**src/sd_pkg.sv**
```systemverilog
package sd_pkg;

  // card clock timing, in system clocks per half period
  localparam logic [7:0] slow_half_period = 8'd125;
  localparam logic [7:0] fast_half_period = 8'd2;

  // waits, counted in card clocks
  localparam logic [15:0] powerup_sclk = 16'd80;
  localparam logic [7:0] resp_timeout = 8'd100;
  localparam logic [15:0] token_timeout = 16'd8000;
  localparam logic [3:0] max_retries = 4'd10;

  localparam int frame_bits = 48;
  localparam int resp_max_bits = 40;
  localparam int block_bytes = 512;

  typedef logic [5:0] cmd_index_t;
  typedef logic [31:0] cmd_arg_t;
  typedef logic [resp_max_bits-1:0] resp_t;
  typedef logic [7:0] r1_t;
  typedef logic [7:0] byte_t;

  // msb goes out first
  typedef struct packed {
    logic [1:0] start;
    cmd_index_t index;
    cmd_arg_t arg;
    logic [6:0] crc;
    logic stop;
  } sd_frame_t;

  // number of response bits, R3 shares the R7 length
  typedef enum logic [5:0] {
    r1_len = 6'd8,
    r7_len = 6'd40
  } resp_len_t;

  typedef enum logic [2:0] {
    rx_idle,
    rx_wait,
    rx_resp,
    rx_hunt,
    rx_data
  } rx_state_t;

  typedef enum logic [2:0] {
    sq_power,
    sq_send,
    sq_tx,
    sq_rx,
    sq_done,
    sq_error
  } seq_state_t;

  typedef enum logic [2:0] {
    step_cmd0,
    step_cmd8,
    step_cmd58a,
    step_cmd55,
    step_acmd41,
    step_cmd58b,
    step_cmd16,
    step_cmd17
  } seq_step_t;

  localparam cmd_index_t cmd0 = 6'd0;
  localparam cmd_index_t cmd8 = 6'd8;
  localparam cmd_index_t cmd16 = 6'd16;
  localparam cmd_index_t cmd17 = 6'd17;
  localparam cmd_index_t cmd55 = 6'd55;
  localparam cmd_index_t acmd41 = 6'd41;
  localparam cmd_index_t cmd58 = 6'd58;

  localparam r1_t r1_idle = 8'h01;
  localparam r1_t r1_ready = 8'h00;
  localparam r1_t r1_illegal = 8'h05;
  localparam byte_t data_token = 8'hFE;
  localparam cmd_arg_t cmd8_arg = 32'h0000_01AA;

  // crc7 over start bits, index and argument
  // generator x^7 + x^3 + 1, msb first
  function automatic logic [6:0] crc7(input logic [39:0] data);
    logic [6:0] crc;
    logic fb;
    crc = '0;
    for (int i = 39; i >= 0; i--) begin
      fb = data[i] ^ crc[6];
      crc = {crc[5:0], 1'b0};
      if (fb) begin
        crc = crc ^ 7'h09;
      end
    end
    return crc;
  endfunction

endpackage

```
**src/sd_if.sv**
```systemverilog
// command request from sequencer to transmitter
interface sd_cmd_if import sd_pkg::*; ();
  logic cmd_start;
  cmd_index_t cmd_index;
  cmd_arg_t cmd_arg;
  logic cmd_done;

  modport seq (
    output cmd_start, cmd_index, cmd_arg,
    input cmd_done
  );

  modport tx (
    input cmd_start, cmd_index, cmd_arg,
    output cmd_done
  );
endinterface

// response capture between sequencer and receiver
interface sd_resp_if import sd_pkg::*; ();
  logic resp_arm;
  resp_len_t resp_len;
  logic want_block;
  logic resp_done;
  resp_t resp_data;
  // qualified by resp_done
  logic resp_timeout;

  modport seq (
    output resp_arm, resp_len, want_block,
    input resp_done, resp_data, resp_timeout
  );

  modport rx (
    input resp_arm, resp_len, want_block,
    output resp_done, resp_data, resp_timeout
  );
endinterface

```
**src/sd_clk_gen.sv**
```systemverilog
module sd_clk_gen import sd_pkg::*; #(
  parameter logic [7:0] slow_div = slow_half_period,
  parameter logic [7:0] fast_div = fast_half_period
) (
  input logic clk,
  input logic arst_n,
  input logic sclk_en,
  input logic fast_sel,
  output logic sd_cclk,
  output logic sclk_rise,
  output logic sclk_fall
);

  logic [7:0] cnt;
  logic [7:0] half_q;
  logic [7:0] half_sel;
  logic wrap;

  assign half_sel = fast_sel ? fast_div : slow_div;
  assign wrap = sclk_en && (cnt == half_q - 8'd1);

  // strobes mark the system clock edge on which sd_cclk toggles
  assign sclk_rise = wrap && !sd_cclk;
  assign sclk_fall = wrap && sd_cclk;

  always_ff @(posedge clk or negedge arst_n) begin
    if (!arst_n) begin
      cnt <= '0;
      half_q <= slow_div;
      sd_cclk <= 1'b0;
    end else if (!sclk_en) begin
      // parked low
      cnt <= '0;
      half_q <= half_sel;
      sd_cclk <= 1'b0;
    end else if (wrap) begin
      cnt <= '0;
      // rate change only at a half period boundary
      half_q <= half_sel;
      sd_cclk <= !sd_cclk;
    end else begin
      cnt <= cnt + 8'd1;
    end
  end

  // every card clock rise was announced by a rise strobe
  a_rise_strobed: assert property (@(posedge clk) disable iff (!arst_n)
    $rose(sd_cclk) |-> $past(sclk_rise));

endmodule

```
**src/sd_cmd_tx.sv**
```systemverilog
module sd_cmd_tx import sd_pkg::*; (
  input logic clk,
  input logic arst_n,
  input logic sclk_fall,
  sd_cmd_if.tx cmd,
  output logic sd_cmd
);

  sd_frame_t frame_d;
  logic [frame_bits-1:0] shift_q;
  logic [5:0] bit_cnt;
  logic busy;
  logic last_fall;

  // frame assembly, crc over the first 40 bits
  always_comb begin
    frame_d.start = 2'b01;
    frame_d.index = cmd.cmd_index;
    frame_d.arg = cmd.cmd_arg;
    frame_d.crc = crc7({2'b01, cmd.cmd_index, cmd.cmd_arg});
    frame_d.stop = 1'b1;
  end

  // falling strobe after bit 47 closes the frame
  assign last_fall = busy && sclk_fall && (bit_cnt == 6'(frame_bits));

  always_ff @(posedge clk or negedge arst_n) begin
    if (!arst_n) begin
      busy <= 1'b0;
      bit_cnt <= '0;
      sd_cmd <= 1'b1;
      cmd.cmd_done <= 1'b0;
    end else begin
      cmd.cmd_done <= last_fall;
      if (cmd.cmd_start) begin
        busy <= 1'b1;
        bit_cnt <= '0;
      end else if (last_fall) begin
        busy <= 1'b0;
        // line back to idle high
        sd_cmd <= 1'b1;
      end else if (busy && sclk_fall) begin
        sd_cmd <= shift_q[frame_bits-1];
        bit_cnt <= bit_cnt + 6'd1;
      end
    end
  end

  // frame payload shifter
  always_ff @(posedge clk) begin
    if (cmd.cmd_start) begin
      shift_q <= frame_d;
    end else if (busy && sclk_fall) begin
      shift_q <= {shift_q[frame_bits-2:0], 1'b1};
    end
  end

  a_no_overlap: assert property (@(posedge clk) disable iff (!arst_n)
    cmd.cmd_start |-> !busy);

endmodule

```
**src/sd_resp_rx.sv**
```systemverilog
module sd_resp_rx import sd_pkg::*; (
  input logic clk,
  input logic arst_n,
  input logic sclk_rise,
  input logic sd_data0,
  sd_resp_if.rx resp,
  output byte_t blk_byte,
  output logic blk_valid
);

  rx_state_t state;
  resp_len_t len_q;
  logic want_blk_q;
  logic [15:0] wait_cnt;
  logic [5:0] bit_cnt;
  logic [2:0] bit_idx;
  logic [9:0] byte_cnt;
  byte_t byte_sr;
  byte_t byte_full;

  // byte completed by the bit on the line now
  assign byte_full = {byte_sr[6:0], sd_data0};

  always_ff @(posedge clk or negedge arst_n) begin
    if (!arst_n) begin
      state <= rx_idle;
      len_q <= r1_len;
      want_blk_q <= 1'b0;
      wait_cnt <= '0;
      bit_cnt <= '0;
      bit_idx <= '0;
      byte_cnt <= '0;
      blk_valid <= 1'b0;
      resp.resp_done <= 1'b0;
      resp.resp_timeout <= 1'b0;
    end else begin
      blk_valid <= 1'b0;
      resp.resp_done <= 1'b0;
      case (state)
        rx_idle: begin
          if (resp.resp_arm) begin
            len_q <= resp.resp_len;
            want_blk_q <= resp.want_block;
            wait_cnt <= '0;
            state <= rx_wait;
          end
        end
        rx_wait: begin
          // first 0 is the start of R1
          if (sclk_rise) begin
            if (!sd_data0) begin
              bit_cnt <= 6'd1;
              state <= rx_resp;
            end else if (wait_cnt == 16'(resp_timeout) - 16'd1) begin
              resp.resp_done <= 1'b1;
              resp.resp_timeout <= 1'b1;
              state <= rx_idle;
            end else begin
              wait_cnt <= wait_cnt + 16'd1;
            end
          end
        end
        rx_resp: begin
          if (sclk_rise) begin
            bit_cnt <= bit_cnt + 6'd1;
            if (bit_cnt == len_q - 6'd1) begin
              if (want_blk_q) begin
                wait_cnt <= '0;
                bit_idx <= '0;
                state <= rx_hunt;
              end else begin
                resp.resp_done <= 1'b1;
                resp.resp_timeout <= 1'b0;
                state <= rx_idle;
              end
            end
          end
        end
        rx_hunt: begin
          // token search on byte boundaries after the response
          if (sclk_rise) begin
            bit_idx <= bit_idx + 3'd1;
            if (bit_idx == 3'd7 && byte_full == data_token) begin
              byte_cnt <= '0;
              state <= rx_data;
            end else if (wait_cnt == token_timeout - 16'd1) begin
              resp.resp_done <= 1'b1;
              resp.resp_timeout <= 1'b1;
              state <= rx_idle;
            end else begin
              wait_cnt <= wait_cnt + 16'd1;
            end
          end
        end
        rx_data: begin
          // 512 data bytes then 2 crc bytes, crc dropped
          if (sclk_rise) begin
            bit_idx <= bit_idx + 3'd1;
            if (bit_idx == 3'd7) begin
              byte_cnt <= byte_cnt + 10'd1;
              if (byte_cnt < 10'(block_bytes)) begin
                blk_valid <= 1'b1;
              end
              if (byte_cnt == 10'(block_bytes + 1)) begin
                resp.resp_done <= 1'b1;
                resp.resp_timeout <= 1'b0;
                state <= rx_idle;
              end
            end
          end
        end
        default: state <= rx_idle;
      endcase
    end
  end

  // response bits and block data
  always_ff @(posedge clk) begin
    if (state == rx_idle && resp.resp_arm) begin
      // zero data on a timeout
      resp.resp_data <= '0;
    end else if (state == rx_resp && sclk_rise) begin
      resp.resp_data[resp_max_bits-1-int'(bit_cnt)] <= sd_data0;
    end
    if (sclk_rise) begin
      byte_sr <= byte_full;
    end
    if (state == rx_data && sclk_rise && bit_idx == 3'd7) begin
      blk_byte <= byte_full;
    end
  end

  // single cycle pulse, block phase still open for the crc bytes
  a_blk_in_data: assert property (@(posedge clk) disable iff (!arst_n)
    blk_valid |=> !blk_valid && state == rx_data);

endmodule

```
**src/sd_init_seq.sv**
```systemverilog
module sd_init_seq import sd_pkg::*; #(
  parameter logic [15:0] powerup_sclk_cycles = powerup_sclk
) (
  input logic clk,
  input logic arst_n,
  input logic sclk_rise,
  sd_cmd_if.seq cmd,
  sd_resp_if.seq resp,
  output logic sd_cs,
  output logic sclk_en,
  output logic fast_sel,
  output logic init_done,
  output logic init_error,
  output logic card_hc
);

  seq_state_t state;
  seq_step_t step;
  logic [15:0] pu_cnt;
  logic [3:0] cmd0_tries;
  logic [3:0] acmd_tries;
  r1_t r1;
  logic cmd8_ok;

  assign r1 = resp.resp_data[39:32];
  // illegal command means a v1 card, else echo must match
  assign cmd8_ok = (r1 == r1_illegal) ||
                   (r1 == r1_idle && resp.resp_data[15:8] == 8'h01 &&
                    resp.resp_data[7:0] == cmd8_arg[7:0]);

  // command table per step
  always_comb begin
    cmd.cmd_index = cmd0;
    cmd.cmd_arg = '0;
    resp.resp_len = r1_len;
    resp.want_block = 1'b0;
    case (step)
      step_cmd0: cmd.cmd_index = cmd0;
      step_cmd8: begin
        cmd.cmd_index = cmd8;
        cmd.cmd_arg = cmd8_arg;
        resp.resp_len = r7_len;
      end
      step_cmd58a, step_cmd58b: begin
        cmd.cmd_index = cmd58;
        resp.resp_len = r7_len;
      end
      step_cmd55: cmd.cmd_index = cmd55;
      step_acmd41: begin
        cmd.cmd_index = acmd41;
        // hcs set
        cmd.cmd_arg = 32'h4000_0000;
      end
      step_cmd16: begin
        cmd.cmd_index = cmd16;
        cmd.cmd_arg = 32'(block_bytes);
      end
      step_cmd17: begin
        cmd.cmd_index = cmd17;
        resp.want_block = 1'b1;
      end
      default: cmd.cmd_index = cmd0;
    endcase
  end

  always_ff @(posedge clk or negedge arst_n) begin
    if (!arst_n) begin
      state <= sq_power;
      step <= step_cmd0;
      pu_cnt <= '0;
      cmd0_tries <= '0;
      acmd_tries <= '0;
      sd_cs <= 1'b1;
      sclk_en <= 1'b0;
      fast_sel <= 1'b0;
      init_done <= 1'b0;
      init_error <= 1'b0;
      card_hc <= 1'b0;
      cmd.cmd_start <= 1'b0;
      resp.resp_arm <= 1'b0;
    end else begin
      cmd.cmd_start <= 1'b0;
      // arm the receiver right after the frame ends
      resp.resp_arm <= (state == sq_tx) && cmd.cmd_done;
      case (state)
        sq_power: begin
          sclk_en <= 1'b1;
          if (sclk_rise) begin
            pu_cnt <= pu_cnt + 16'd1;
            if (pu_cnt == powerup_sclk_cycles - 16'd1) begin
              sd_cs <= 1'b0;
              state <= sq_send;
            end
          end
        end
        sq_send: begin
          cmd.cmd_start <= 1'b1;
          state <= sq_tx;
        end
        sq_tx: begin
          if (cmd.cmd_done) begin
            state <= sq_rx;
          end
        end
        sq_rx: begin
          if (resp.resp_done) begin
            state <= sq_send;
            if (step == step_cmd0) begin
              // timeouts on cmd0 count as retries
              if (!resp.resp_timeout && r1 == r1_idle) begin
                step <= step_cmd8;
              end else if (cmd0_tries == max_retries - 4'd1) begin
                state <= sq_error;
              end else begin
                cmd0_tries <= cmd0_tries + 4'd1;
              end
            end else if (resp.resp_timeout) begin
              state <= sq_error;
            end else begin
              case (step)
                step_cmd8: begin
                  if (cmd8_ok) begin
                    step <= step_cmd58a;
                  end else begin
                    state <= sq_error;
                  end
                end
                step_cmd58a: begin
                  // ccs bit of the ocr
                  card_hc <= resp.resp_data[30];
                  step <= step_cmd55;
                end
                step_cmd55: begin
                  if (r1 == r1_idle || r1 == r1_ready) begin
                    step <= step_acmd41;
                  end else begin
                    state <= sq_error;
                  end
                end
                step_acmd41: begin
                  if (r1 == r1_ready) begin
                    step <= step_cmd58b;
                  end else if (r1 != r1_idle || acmd_tries == max_retries - 4'd1) begin
                    state <= sq_error;
                  end else begin
                    acmd_tries <= acmd_tries + 4'd1;
                    step <= step_cmd55;
                  end
                end
                step_cmd58b: begin
                  fast_sel <= 1'b1;
                  step <= step_cmd16;
                end
                step_cmd16: begin
                  if (r1 == r1_ready) begin
                    step <= step_cmd17;
                  end else begin
                    state <= sq_error;
                  end
                end
                default: begin
                  // block read finished
                  state <= (r1 == r1_ready) ? sq_done : sq_error;
                end
              endcase
            end
          end
        end
        sq_done: begin
          init_done <= 1'b1;
          sd_cs <= 1'b1;
          sclk_en <= 1'b0;
        end
        default: begin
          init_error <= 1'b1;
          sd_cs <= 1'b1;
          sclk_en <= 1'b0;
        end
      endcase
    end
  end

  a_end_exclusive: assert property (@(posedge clk) disable iff (!arst_n)
    !(init_done && init_error));

  a_end_sticky: assert property (@(posedge clk) disable iff (!arst_n)
    (init_done |=> init_done) and (init_error |=> init_error));

endmodule

```
**src/sd_spi_init.sv**
```systemverilog
module sd_spi_init import sd_pkg::*; #(
  parameter logic [15:0] powerup_sclk_cycles = powerup_sclk,
  parameter logic [7:0] slow_div = slow_half_period,
  parameter logic [7:0] fast_div = fast_half_period
) (
  input logic clk,
  input logic arst_n,
  input logic sd_data0,
  output logic sd_cclk,
  output logic sd_cmd,
  output logic sd_cs,
  output logic init_done,
  output logic init_error,
  output logic card_hc,
  output byte_t blk_byte,
  output logic blk_valid
);

  logic sclk_en;
  logic fast_sel;
  logic sclk_rise;
  logic sclk_fall;

  sd_cmd_if u_cmd_if ();
  sd_resp_if u_resp_if ();

  // card clock and edge strobes
  sd_clk_gen #(
    .slow_div(slow_div),
    .fast_div(fast_div)
  ) u_clk_gen (
    .clk(clk),
    .arst_n(arst_n),
    .sclk_en(sclk_en),
    .fast_sel(fast_sel),
    .sd_cclk(sd_cclk),
    .sclk_rise(sclk_rise),
    .sclk_fall(sclk_fall)
  );

  sd_init_seq #(
    .powerup_sclk_cycles(powerup_sclk_cycles)
  ) u_init_seq (
    .clk(clk),
    .arst_n(arst_n),
    .sclk_rise(sclk_rise),
    .cmd(u_cmd_if.seq),
    .resp(u_resp_if.seq),
    .sd_cs(sd_cs),
    .sclk_en(sclk_en),
    .fast_sel(fast_sel),
    .init_done(init_done),
    .init_error(init_error),
    .card_hc(card_hc)
  );

  // command line out
  sd_cmd_tx u_cmd_tx (
    .clk(clk),
    .arst_n(arst_n),
    .sclk_fall(sclk_fall),
    .cmd(u_cmd_if.tx),
    .sd_cmd(sd_cmd)
  );

  // data line in
  sd_resp_rx u_resp_rx (
    .clk(clk),
    .arst_n(arst_n),
    .sclk_rise(sclk_rise),
    .sd_data0(sd_data0),
    .resp(u_resp_if.rx),
    .blk_byte(blk_byte),
    .blk_valid(blk_valid)
  );

endmodule

```
**config.mk**
```make
export PLATFORM = sky130hd
export DESIGN_NAME = sd_spi_init
export DESIGN_NICKNAME = d
export VERILOG_FILES = /design/src/sd_pkg.sv /design/src/sd_if.sv /design/src/sd_clk_gen.sv /design/src/sd_cmd_tx.sv /design/src/sd_resp_rx.sv /design/src/sd_init_seq.sv /design/src/sd_spi_init.sv
export SDC_FILE = /design/constraint.sdc
export NUM_CORES = 1
export LEC_CHECK = 0
export ABC_AREA = 0
export BUFFER_PORTS_ARGS = -buffer_cell sky130_fd_sc_hd__buf_2
export CORE_ASPECT_RATIO = 2
export CORE_MARGIN = 2
export CORE_UTILIZATION = 62
export DETAILED_ROUTE_END_ITERATION = 10
export GPL_TIMING_DRIVEN = 0
export MAX_ROUTING_LAYER = met4
export PLACE_DENSITY_LB_ADDON = 0.2
export SLEW_MARGIN = 20
export SYNTH_ARGS = -nofsm -noshare
export SYNTH_HDL_FRONTEND = slang
export SYNTH_SLANG_ARGS = --single-unit
```
**constraint.sdc**
```tcl
create_clock -name clk -period 9 [get_ports clk]
set_clock_uncertainty 0.05 [all_clocks]
set_input_delay 0 -clock clk [delete_from_list [all_inputs] [get_ports clk]]
set_output_delay 0 -clock clk [all_outputs]
set_load 0.005 [all_outputs]
```
## Word-level counts from Yosys, hierarchy flattened

Cells that the tools add are included.

- Bits in registers: 214
- Bits of input ports: 3
- Output and inout port bits: 15
- Word-level logic and storage cells: 412

- Add/subtract/negate cells: 12
- Magnitude comparators: 3
- Eq/ne operators: 64
- Multiplexer cells: 160
- Bitwise operators: 82
- Reduce and logical (&&, ||, !) cells: 56

Operators by type and width:

| operator | number |
|---|---|
| $mux 16 | 10 |
| $mux 4 | 38 |
| $mux 3 | 37 |
| $pmux 31 s3 | 1 |
| $mux 46 | 2 |
| $not 2->2 | 37 |
| $pmux 16 s4 | 1 |
| $mux 6 | 7 |
| $pmux 6 s7 | 1 |
| $bwmux 40 | 1 |
| $mux 1 | 40 |
| $mux 10 | 4 |
| $xor 1x1->1 | 33 |
| $add 16x1->16 const B | 2 |
| $eq 16x7->1 const B | 2 |
| $ge 32x1->1 const B | 1 |
| $lt 32x8->1 const B | 1 |
| $mux 8 | 4 |
| $ne 2x1->1 const B | 15 |
| $pmux 3 s5 | 2 |
| $reduce_and 5->1 | 6 |
| $ne 2x2->1 const B | 12 |
| $eq 3x3->1 const B | 7 |
| $pmux 10 s2 | 1 |
| 55 further kinds | 112 |

## Logic depth before layout (Yosys ltp)

Gate-level depths: netlist of run 1.

- Depth in word-level cells: 79
- Gate-level depth with buffers: 10
- Depth with buffers taken out: 8

## Modules after synthesis

A second synthesis of run 1 with hierarchy kept.

- Cell total of the unflattened synthesis: 1061
- Area, all modules: 11126.9 um^2

Modules (own cells, without submodules):

| module | instances | cells each | area an instance (um^2) | seq. area each (um^2) |
|---|---|---|---|---|
| sd_resp_rx | 1 | 562 | 5052.3 | 2453.6 |
| sd_cmd_tx | 1 | 214 | 3111.7 | 1617.8 |
| sd_init_seq | 1 | 228 | 2308.5 | 952.2 |
| sd_clk_gen | 1 | 57 | 654.4 | 276.5 |

## Worst setup path after synthesis of run 1

No wires, ideal clock.

- Path type: reg-to-reg
- Start: register u_clk_gen.half_q[5]
- End: register u_cmd_tx.shift_q[10], enable pin
- Library setup time: 0.403 ns
- Arrival time: 2.479 ns
- Required time: 8.547 ns
- Slack: 6.068 ns
- Cell stages (with the launch flop): 8
- Buffers on the path: 0
- Clock period less this slack: 2.932 ns
- Cells stage by stage: dfstp_2 > inv_1 > ha_1 > xor2_1 > nand3_1 > nor2_1 > nand4_1 > nand2_1

- Longest elaborated chain between the ends: 6

RTL lines:

| what | line | source |
|---|---|---|
| start: declaration | sd_clk_gen.sv:15 | `logic [7:0] half_q;` |
| start signal: assignment | sd_clk_gen.sv:29 | `half_q <= slow_div;` |
| start signal: assignment | sd_clk_gen.sv:34 | `half_q <= half_sel;` |
| start signal: assignment | sd_clk_gen.sv:39 | `half_q <= half_sel;` |
| $sub 8x1->8 | sd_clk_gen.sv:20 | `assign wrap = sclk_en && (cnt == half_q - 8'd1);` |
| $eq 8x8->1 | sd_clk_gen.sv:20 |  |
| $logic_and 1x1->1 | sd_clk_gen.sv:20 |  |
| $logic_and 1x1->1 | sd_clk_gen.sv:24 | `assign sclk_fall = wrap && sd_cclk;` |
| $logic_and 1x1->1 | sd_cmd_tx.sv:53 | `end else if (busy && sclk_fall) begin` |
| $reduce_bool 2->1 (no source line) | - |  |
| end signal: assignment | sd_cmd_tx.sv:52 | `shift_q <= frame_d;` |
| end signal: assignment | sd_cmd_tx.sv:54 | `shift_q <= {shift_q[frame_bits-2:0], 1'b1};` |
| end: declaration | sd_cmd_tx.sv:10 | `logic [frame_bits-1:0] shift_q;` |

No other way between the ends.
A chain may end at the register's enable or synchronous reset.

## Worst setup path in the final report of run 1

- Start: register u_clk_gen.half_q[5]
- End: register u_resp_rx.resp.resp_data[15]

- Longest elaborated chain between the ends: 5

RTL lines:

| what | line | source |
|---|---|---|
| $sub 8x1->8 | sd_clk_gen.sv:20 |  |
| $eq 8x8->1 | sd_clk_gen.sv:20 |  |
| $logic_and 1x1->1 | sd_clk_gen.sv:20 |  |
| $logic_and 1x1->1 | sd_clk_gen.sv:23 | `assign sclk_rise = wrap && !sd_cclk;` |
| $logic_and 1x1->1 | sd_resp_rx.sv:122 | `end else if (state == rx_resp && sclk_rise) begin` |
| end signal: indexed assignment | sd_resp_rx.sv:123 | `resp.resp_data[resp_max_bits-1-int'(bit_cnt)] <= sd_data0;` |
| end: declaration | sd_if.sv:36 | `output resp_done, resp_data, resp_timeout` |

No other way between the ends.

==> results of run 1 <==
## cell families after synthesis
kind of cell / share of synthesized area [%]
AND/OR/NAND/NOR: 22.17
flip-flops: 54.01
AO/OA/AOI/OAI: 11.87
buffers and inverters: 2.760
XOR/XNOR: 3.980
multiplexers: 2.704
adder cells (fa/ha/maj): 2.496
## cell type report
cell class / count / area [um2]
Buffer: 34 / 136.4
Inverter: 30 / 112.6
Fill cell: 1079 / 4220
Sequential cell: 188 / 4873
Timing Repair Buffer: 21 / 158.9
Multi-Input combinational cell: 611 / 3909
Tap cell: 192 / 240.2
Clock buffer: 17 / 425.4
Clock inverter: 15 / 197.7
## report_power, final
part | leakage (nW) | switching [mW] | internal, mW
sequential | 2.01 | 0.0156 | 0.888
combinational | 1.66 | 0.105 | 0.0478
clock | 0.302 | 0.357 | 0.426
## worst min path at each step
stage	start	endpoint	slack [ps]	depth (start not counted)
after floorplan	arst_n	u_clk_gen.cnt[0]	-350	0
after global routing	arst_n	u_resp_rx.blk_valid	60	2
after CTS	arst_n	u_resp_rx.byte_cnt[6]	10	2
after detailed placement	arst_n	u_resp_rx.byte_cnt[6]	-90	1
after global placement	sd_data0	u_resp_rx.byte_sr[0]	260	1
final	arst_n	u_resp_rx.byte_cnt[7]	20	2
## state kept, by name, indices dropped and copies added (netlist names), 2 cells and up
register                  cells
u_resp_rx.state               3
u_resp_rx.resp.resp_data     25
u_init_seq.state              3
u_init_seq.pu_cnt            16
u_init_seq.cmd0_tries         4
u_init_seq.acmd_tries         4
u_resp_rx.blk_byte            8
u_cmd_tx.bit_cnt              6
u_clk_gen.half_q              2
u_cmd_tx.shift_q             47
u_resp_rx.wait_cnt           16
u_resp_rx.byte_sr             7
u_resp_rx.bit_idx             3
u_init_seq.step               3
u_resp_rx.byte_cnt           10
u_clk_gen.cnt                 8
u_resp_rx.bit_cnt             6
## stage by stage
stage	hold WS [ps]	instances	worst slack [ps]	util [%]
after floorplan	-345.6	863	6068	-
after global placement	255.3	1072	5522	65.49
after detailed placement	-93.02	1074	5908	65.93
after CTS	9.829	1108	5902	70.43
after global routing	60.63	1108	5714	70.43
final	18.24	1108	5932	70.43
## critical path, delay by kind of cell, from the launching register on
kind / cells / cell delay (ps)
AO/OA/AOI/OAI: 2 / 490
XOR/XNOR: 1 / 200
adder cells (fa/ha/maj): 1 / 310
AND/OR/NAND/NOR: 3 / 1250
flip-flops: 1 / 550
buffers and inverters: 1 / 70
## cells in the final DEF, fill, tap and decap left out, types with 24 or more instances in the layout
cell / instances
dfxtp_1: 27
nor2b_1: 33
o31ai_1: 32
inv_1: 28
xnor2_1: 24
clkbuf_1: 27
dfrtp_1: 98
nand3_1: 33
nand2_1: 70
edfxtp_1: 60
o21ai_0: 26
nor2_1: 87
## what timing repair did
action                    CTS  global route
hold buffers                2             0
buffers inserted            0             0
hold endpoints to repair  102             0
## layer usage
metal	share of wire, %	track usage [%]	vias up	routed length (um)
met2	57	52.13	179	11810
li1	-	-	3224	-
met1	38	31.46	3403	7840
met4	2.8	10.45	0	587
met3	2.7	4.913	42	563
met5	0	-	-	0
==> reports/metrics.yaml, run 1 <==
yosys:
  yosysWarnings: 0
  ys_ff_latch: 188
  ys_seq_area_share_pct: 54.01
  synth_area_um2: 9022
  synthTopCellsByArea: "dfrtp_1, edfxtp_1, dfxtp_1"
  yosysTopAreaCellShare_pct: 27.18
  synth_ff_type: "dfrtp_1"
  synth_nets: 884
  synth_edf_count: 60
  async_flop_share_pct: 53.72
  avgSynthCellArea_um2: 10.45
  ys_types: 76
  ys_top_cells_by_count: "dfrtp_1, nor2_1, nand2_1"
  yosysTopAreaCell: "dfrtp_1"
  syn_inst: 863
  synth.most_common_cell: "dfrtp_1"
clocking:
  cts_inserted_buffers: 17
  cts_sinks: 188
  post_cts_resize_count: 0
  cts_tree: "done"
  htreeDepth: 4
  clk_latency_ps: 430
  root_buffer: "clkbuf_16"
  clk_path_buf_depth: 2
  clk_pin_slew_worst_paths_ps: 70
place:
  port_buffers: 17
  postPlaceCellArea_um2: 9410
  place.gp.congestion: 0.9283
  dp_hpwl_mm: 15.04
grt:
  grt_max_degree: 58
  antenna_found_initial: 0
  grt_pass1_vias: 7053
  grt_pass1_wl_mm: 34.52
  grt_overflow_total: 0
  grt_util_all_layers_pct: 29.18
die:
  die_y_um: 174.6
  fp.coreArea_um2: 14270
  rows: 62
  start_util_pct: 63.21
  dieArea_um2: 15590
  die_x_um: 89.30
  num_io_pins: 18
worst_setup_path:
  slowest_stage: "nor3_2"
  r2r_end: "u_resp_rx.resp.resp_data[15]"
  rrSetupSlack_ps: 5930
  crit_arrival_ps: 3310
  critPathLaunch: "u_clk_gen.half_q[5]"
  reg2reg_depth: 8
  cp-endpoint: "u_resp_rx.resp.resp_data[15]"
  crit_path_max_fanout: 10
  crit_chain: "inv_1 > ha_1 > xor2_1 > nand4_1 > nor3_2 > nand3b_1 > o311ai_1 > o41ai_1"
  cp-start-kind: "flip-flop"
  crit_type: "reg2reg"
  critPathRequiredTime_ps: 9250
  r2r_start: "u_clk_gen.half_q[5]"
  crit_path_max_incr_delay_ps: 580
  critPathCaptureType: "flip-flop"
finish:
  drive_above_1_share_pct: 9.607
  areaGrowthSynthToFinish_pct: 11.43
  final_area_um2: 10050
  final_nets: 924
  n_antenna_cell: 0
pwr:
  fin_total_pwr_mw: 1.840
  peakVddDrop_uv: 166.5
  p_leak_nw: 3.965
  pwr_density_cell_nw_per_um2: 183.0
routing:
  vias: 6848
  ant_nets: 0
  drt_wl_total_mm: 20.80
  first_pass_iters: 5
  drt_iter0_markers: 429
  wl_per_cell_um: 18.77
  viasPerCell: 6.181
  drc: 0
status:
  status: "complete, no violations"
sta:
  setup_viol: 0
  fin_setup_tns_ps: 0
  slew-limit-headroom_pct: 42.87
  fin_crit_ps: 3068
  rsz0062_at_grt: "false"
  fmax_ghz: 0.3259
  hold_viol: 0
  tightest_slew_ps: 850.4
  min_period_over_period_pct: 34.09
  slew_viol_final: 0
flow_run:
  cap_violations: 0
min_path:
  hp-class: "in2async"
Note: power is estimated with default switching activity, not from simulation.
==> inputs of run 2 (changes only) <==
==> constraint.sdc (replaced) <==
create_clock -name clk -period 2.91 [get_ports clk]
set_clock_uncertainty 0.05 [all_clocks]
set_input_delay 0 -clock clk [delete_from_list [all_inputs] [get_ports clk]]
set_output_delay 0 -clock clk [all_outputs]
set_load 0.005 [all_outputs]
==> run 2 against run 1 <==
- first-iteration DRC count up 10%
- critical path depth up 2
- clock power rose to 3.1 times the previous value
- maximum frequency up 8.2%
- register-to-register slack worse by 5900 ps
- design area up 1.5%
- via count up 2.4%
- die area unchanged
- worst hold slack better by 28 ps
- sequential cell count unchanged
- critical endpoint is now u_resp_rx.wait_cnt[4]
==> reports/metrics.yaml, run 2 (synthesized netlist as in run 1, its figures left out) <==
finish:
  mostFrequentLayoutCell: "dfrtp_1"
  n_antenna_cell: 0
  final_area_um2: 10210
  n_fill_cell: 1097
  drive_above_1_share_pct: 11.03
  largest_reg_flops: 47
  areaGrowthSynthToFinish_pct: 13.12
  largest_register: "u_cmd_tx.shift_q"
  fin_cells: 1117
  final_nets: 933
  top_regs: "u_cmd_tx.shift_q: 47 flops, u_resp_rx.resp.resp_data: 25 flops"
  layout_common_cells: "dfrtp_1, nor2_1, nand2_1"
worst_setup_path:
  critPathCaptureType: "flip-flop"
  crit_type: "reg2reg"
  crit_path_max_fanout: 10
  crit_arrival_ps: 3130
  critPathRequiredTime_ps: 3200
  cp-start-kind: "flip-flop"
  rrSetupSlack_ps: 70
sta:
  slew-limit-headroom_pct: 38.45
  tightest_slew_ps: 916.3
  holdWs_ps: 45.99
  fin_ws_ps: 74.38
  min_period_over_period_pct: 97.44
  hold_viol: 0
  setup_viol: 0
  fin_crit_ps: 2836
  fmax_ghz: 0.3527
  slew_viol_final: 0
place:
  place_inst: 1073
  postPlaceCellArea_um2: 9390
  dp_hpwl_mm: 15.07
  place_ws_ps: -159.4
  place.gp.congestion: 0.9415
  port_buffers: 17
routing:
  drt_iter0_markers: 472
  first_pass_iters: 6
  viasPerCell: 6.277
  ant_nets: 0
  vias: 7011
  drt_wl_total_mm: 21.32
  wl_per_cell_um: 19.09
  drc: 0
pwr:
  power.internal_mw: 4.291
  p_leak_nw: 4.031
  p_seq_share_pct: 49.2
  clkPwrFrac_pct: 42.2
  pwr_density_cell_nw_per_um2: 557.5
  p_sw_mw: 1.399
  power_switching_share_pct: 24.59
  peakVddDrop_uv: 422.1
  combPwrFrac_pct: 8.6
die:
  dieArea_um2: 15590
  die_y_um: 174.6
  die_x_um: 89.30
  rows: 62
  fp.coreArea_um2: 14270
  start_util_pct: 63.21
  num_io_pins: 18
clocking:
  cts_tree: "done"
  cts_inserted_buffers: 17
  cts_sinks: 188
  clk_pin_slew_worst_paths_ps: 70
  clk_latency_ps: 440
  clk_path_buf_depth: 2
  htreeDepth: 4
  root_buffer: "clkbuf_16"
grt:
  grt_overflow_total: 0
  grt_pass1_vias: 7035
  grt_pass1_wl_mm: 34.44
  antenna_found_initial: 0
  grt_max_degree: 69
  grt_util_all_layers_pct: 29.48
min_path:
  hp-class: "in2async"
flow_run:
  cap_violations: 0
status:
  status: "complete, no violations"
## run 2: cell types whose count changed in the layout (fill, tap and decap cells not counted), sizes merged
cell,before,now
clkinvlp,1,2
clkinv,5,4
bufinv,2,3
buf,26,34
inv,37,33
clkbuf,44,48
## run 2: cell type report
cell class	count	area, um2	area share, %
well taps	192	240.2	2.354
flip-flops and latches	188	4873	47.75
multi-input cells	611	3998	39.17
repair buffers	30	226.5	2.219
inverters	30	112.6	1.103
plain buffers	34	150.1	1.471
clock buffers	20	446.7	4.377
clock inverters	12	158.9	1.557
## run 2: stage by stage
step | TNS, ps | power (mW) | util (%)
3_5_place_dp | -8699 | 3.309 | 65.79
4_1_cts | -391.0 | 5.701 | 70.49
2_1_floorplan | 0 | 3.158 | -
6_report | 0 | 5.690 | 71.50
5_1_grt | -205.4 | 5.880 | 71.50
3_3_place_gp | -2116 | 3.285 | 65.51
## run 2: timing repair
| item | in CTS | in global routing |
|---|---|---|
| hold buffers | 3 | 0 |
| pin swaps | 0 | 3 |
| setup endpoints to repair | 83 | 92 |
| resized for setup | 5 | 16 |
| setup buffers | 0 | 9 |
| endpoints found under the hold margin | 102 | 0 |
## run 2: layer usage
layer  track usage [%]  vias to the layer above  wire length (um)
met5                 -                        -                 0
met1             31.62                     3485              7844
met4             12.13                        0               705
li1                  -                     3245                 -
met3             4.913                       64               707
met2             52.10                      217             12060
## run 2: worst paths after layout
check	to	cells past startpoint	startpoint
worst max-delay path	u_resp_rx.wait_cnt[4]	10	u_clk_gen.half_q[5]
worst max register to register	u_resp_rx.wait_cnt[4]	10	u_clk_gen.half_q[5]
worst min-delay path	u_resp_rx.byte_cnt[5]	3	arst_n
min in group clk	u_resp_rx.blk_byte[0]	2	sd_data0
worst min register to register	u_resp_rx.resp.resp_data[7]	2	u_resp_rx.resp.resp_data[7]
max in group asynchronous	u_clk_gen.half_q[5]	3	arst_n
## run 2: power groups by stage
stage / combinational, mW / sequential (mW) / clock (mW)
floorplan: 0.323 / 2.83 / 0
global route: 0.539 / 2.80 / 2.54
finish: 0.488 / 2.80 / 2.40
CTS: 0.470 / 2.80 / 2.44
global placement: 0.439 / 2.85 / 0
detailed placement: 0.459 / 2.85 / 0
## run 2: worst max-delay path, stage by stage (launching register included)
cell	delay, ps
dfstp_2	550
inv_1	70
ha_1	210
and4b_1	270
a22oi_2	180
buf_4	190
nor3_2	300
o2111a_1	260
nand3_2	190
buf_6	240
o31ai_1	210
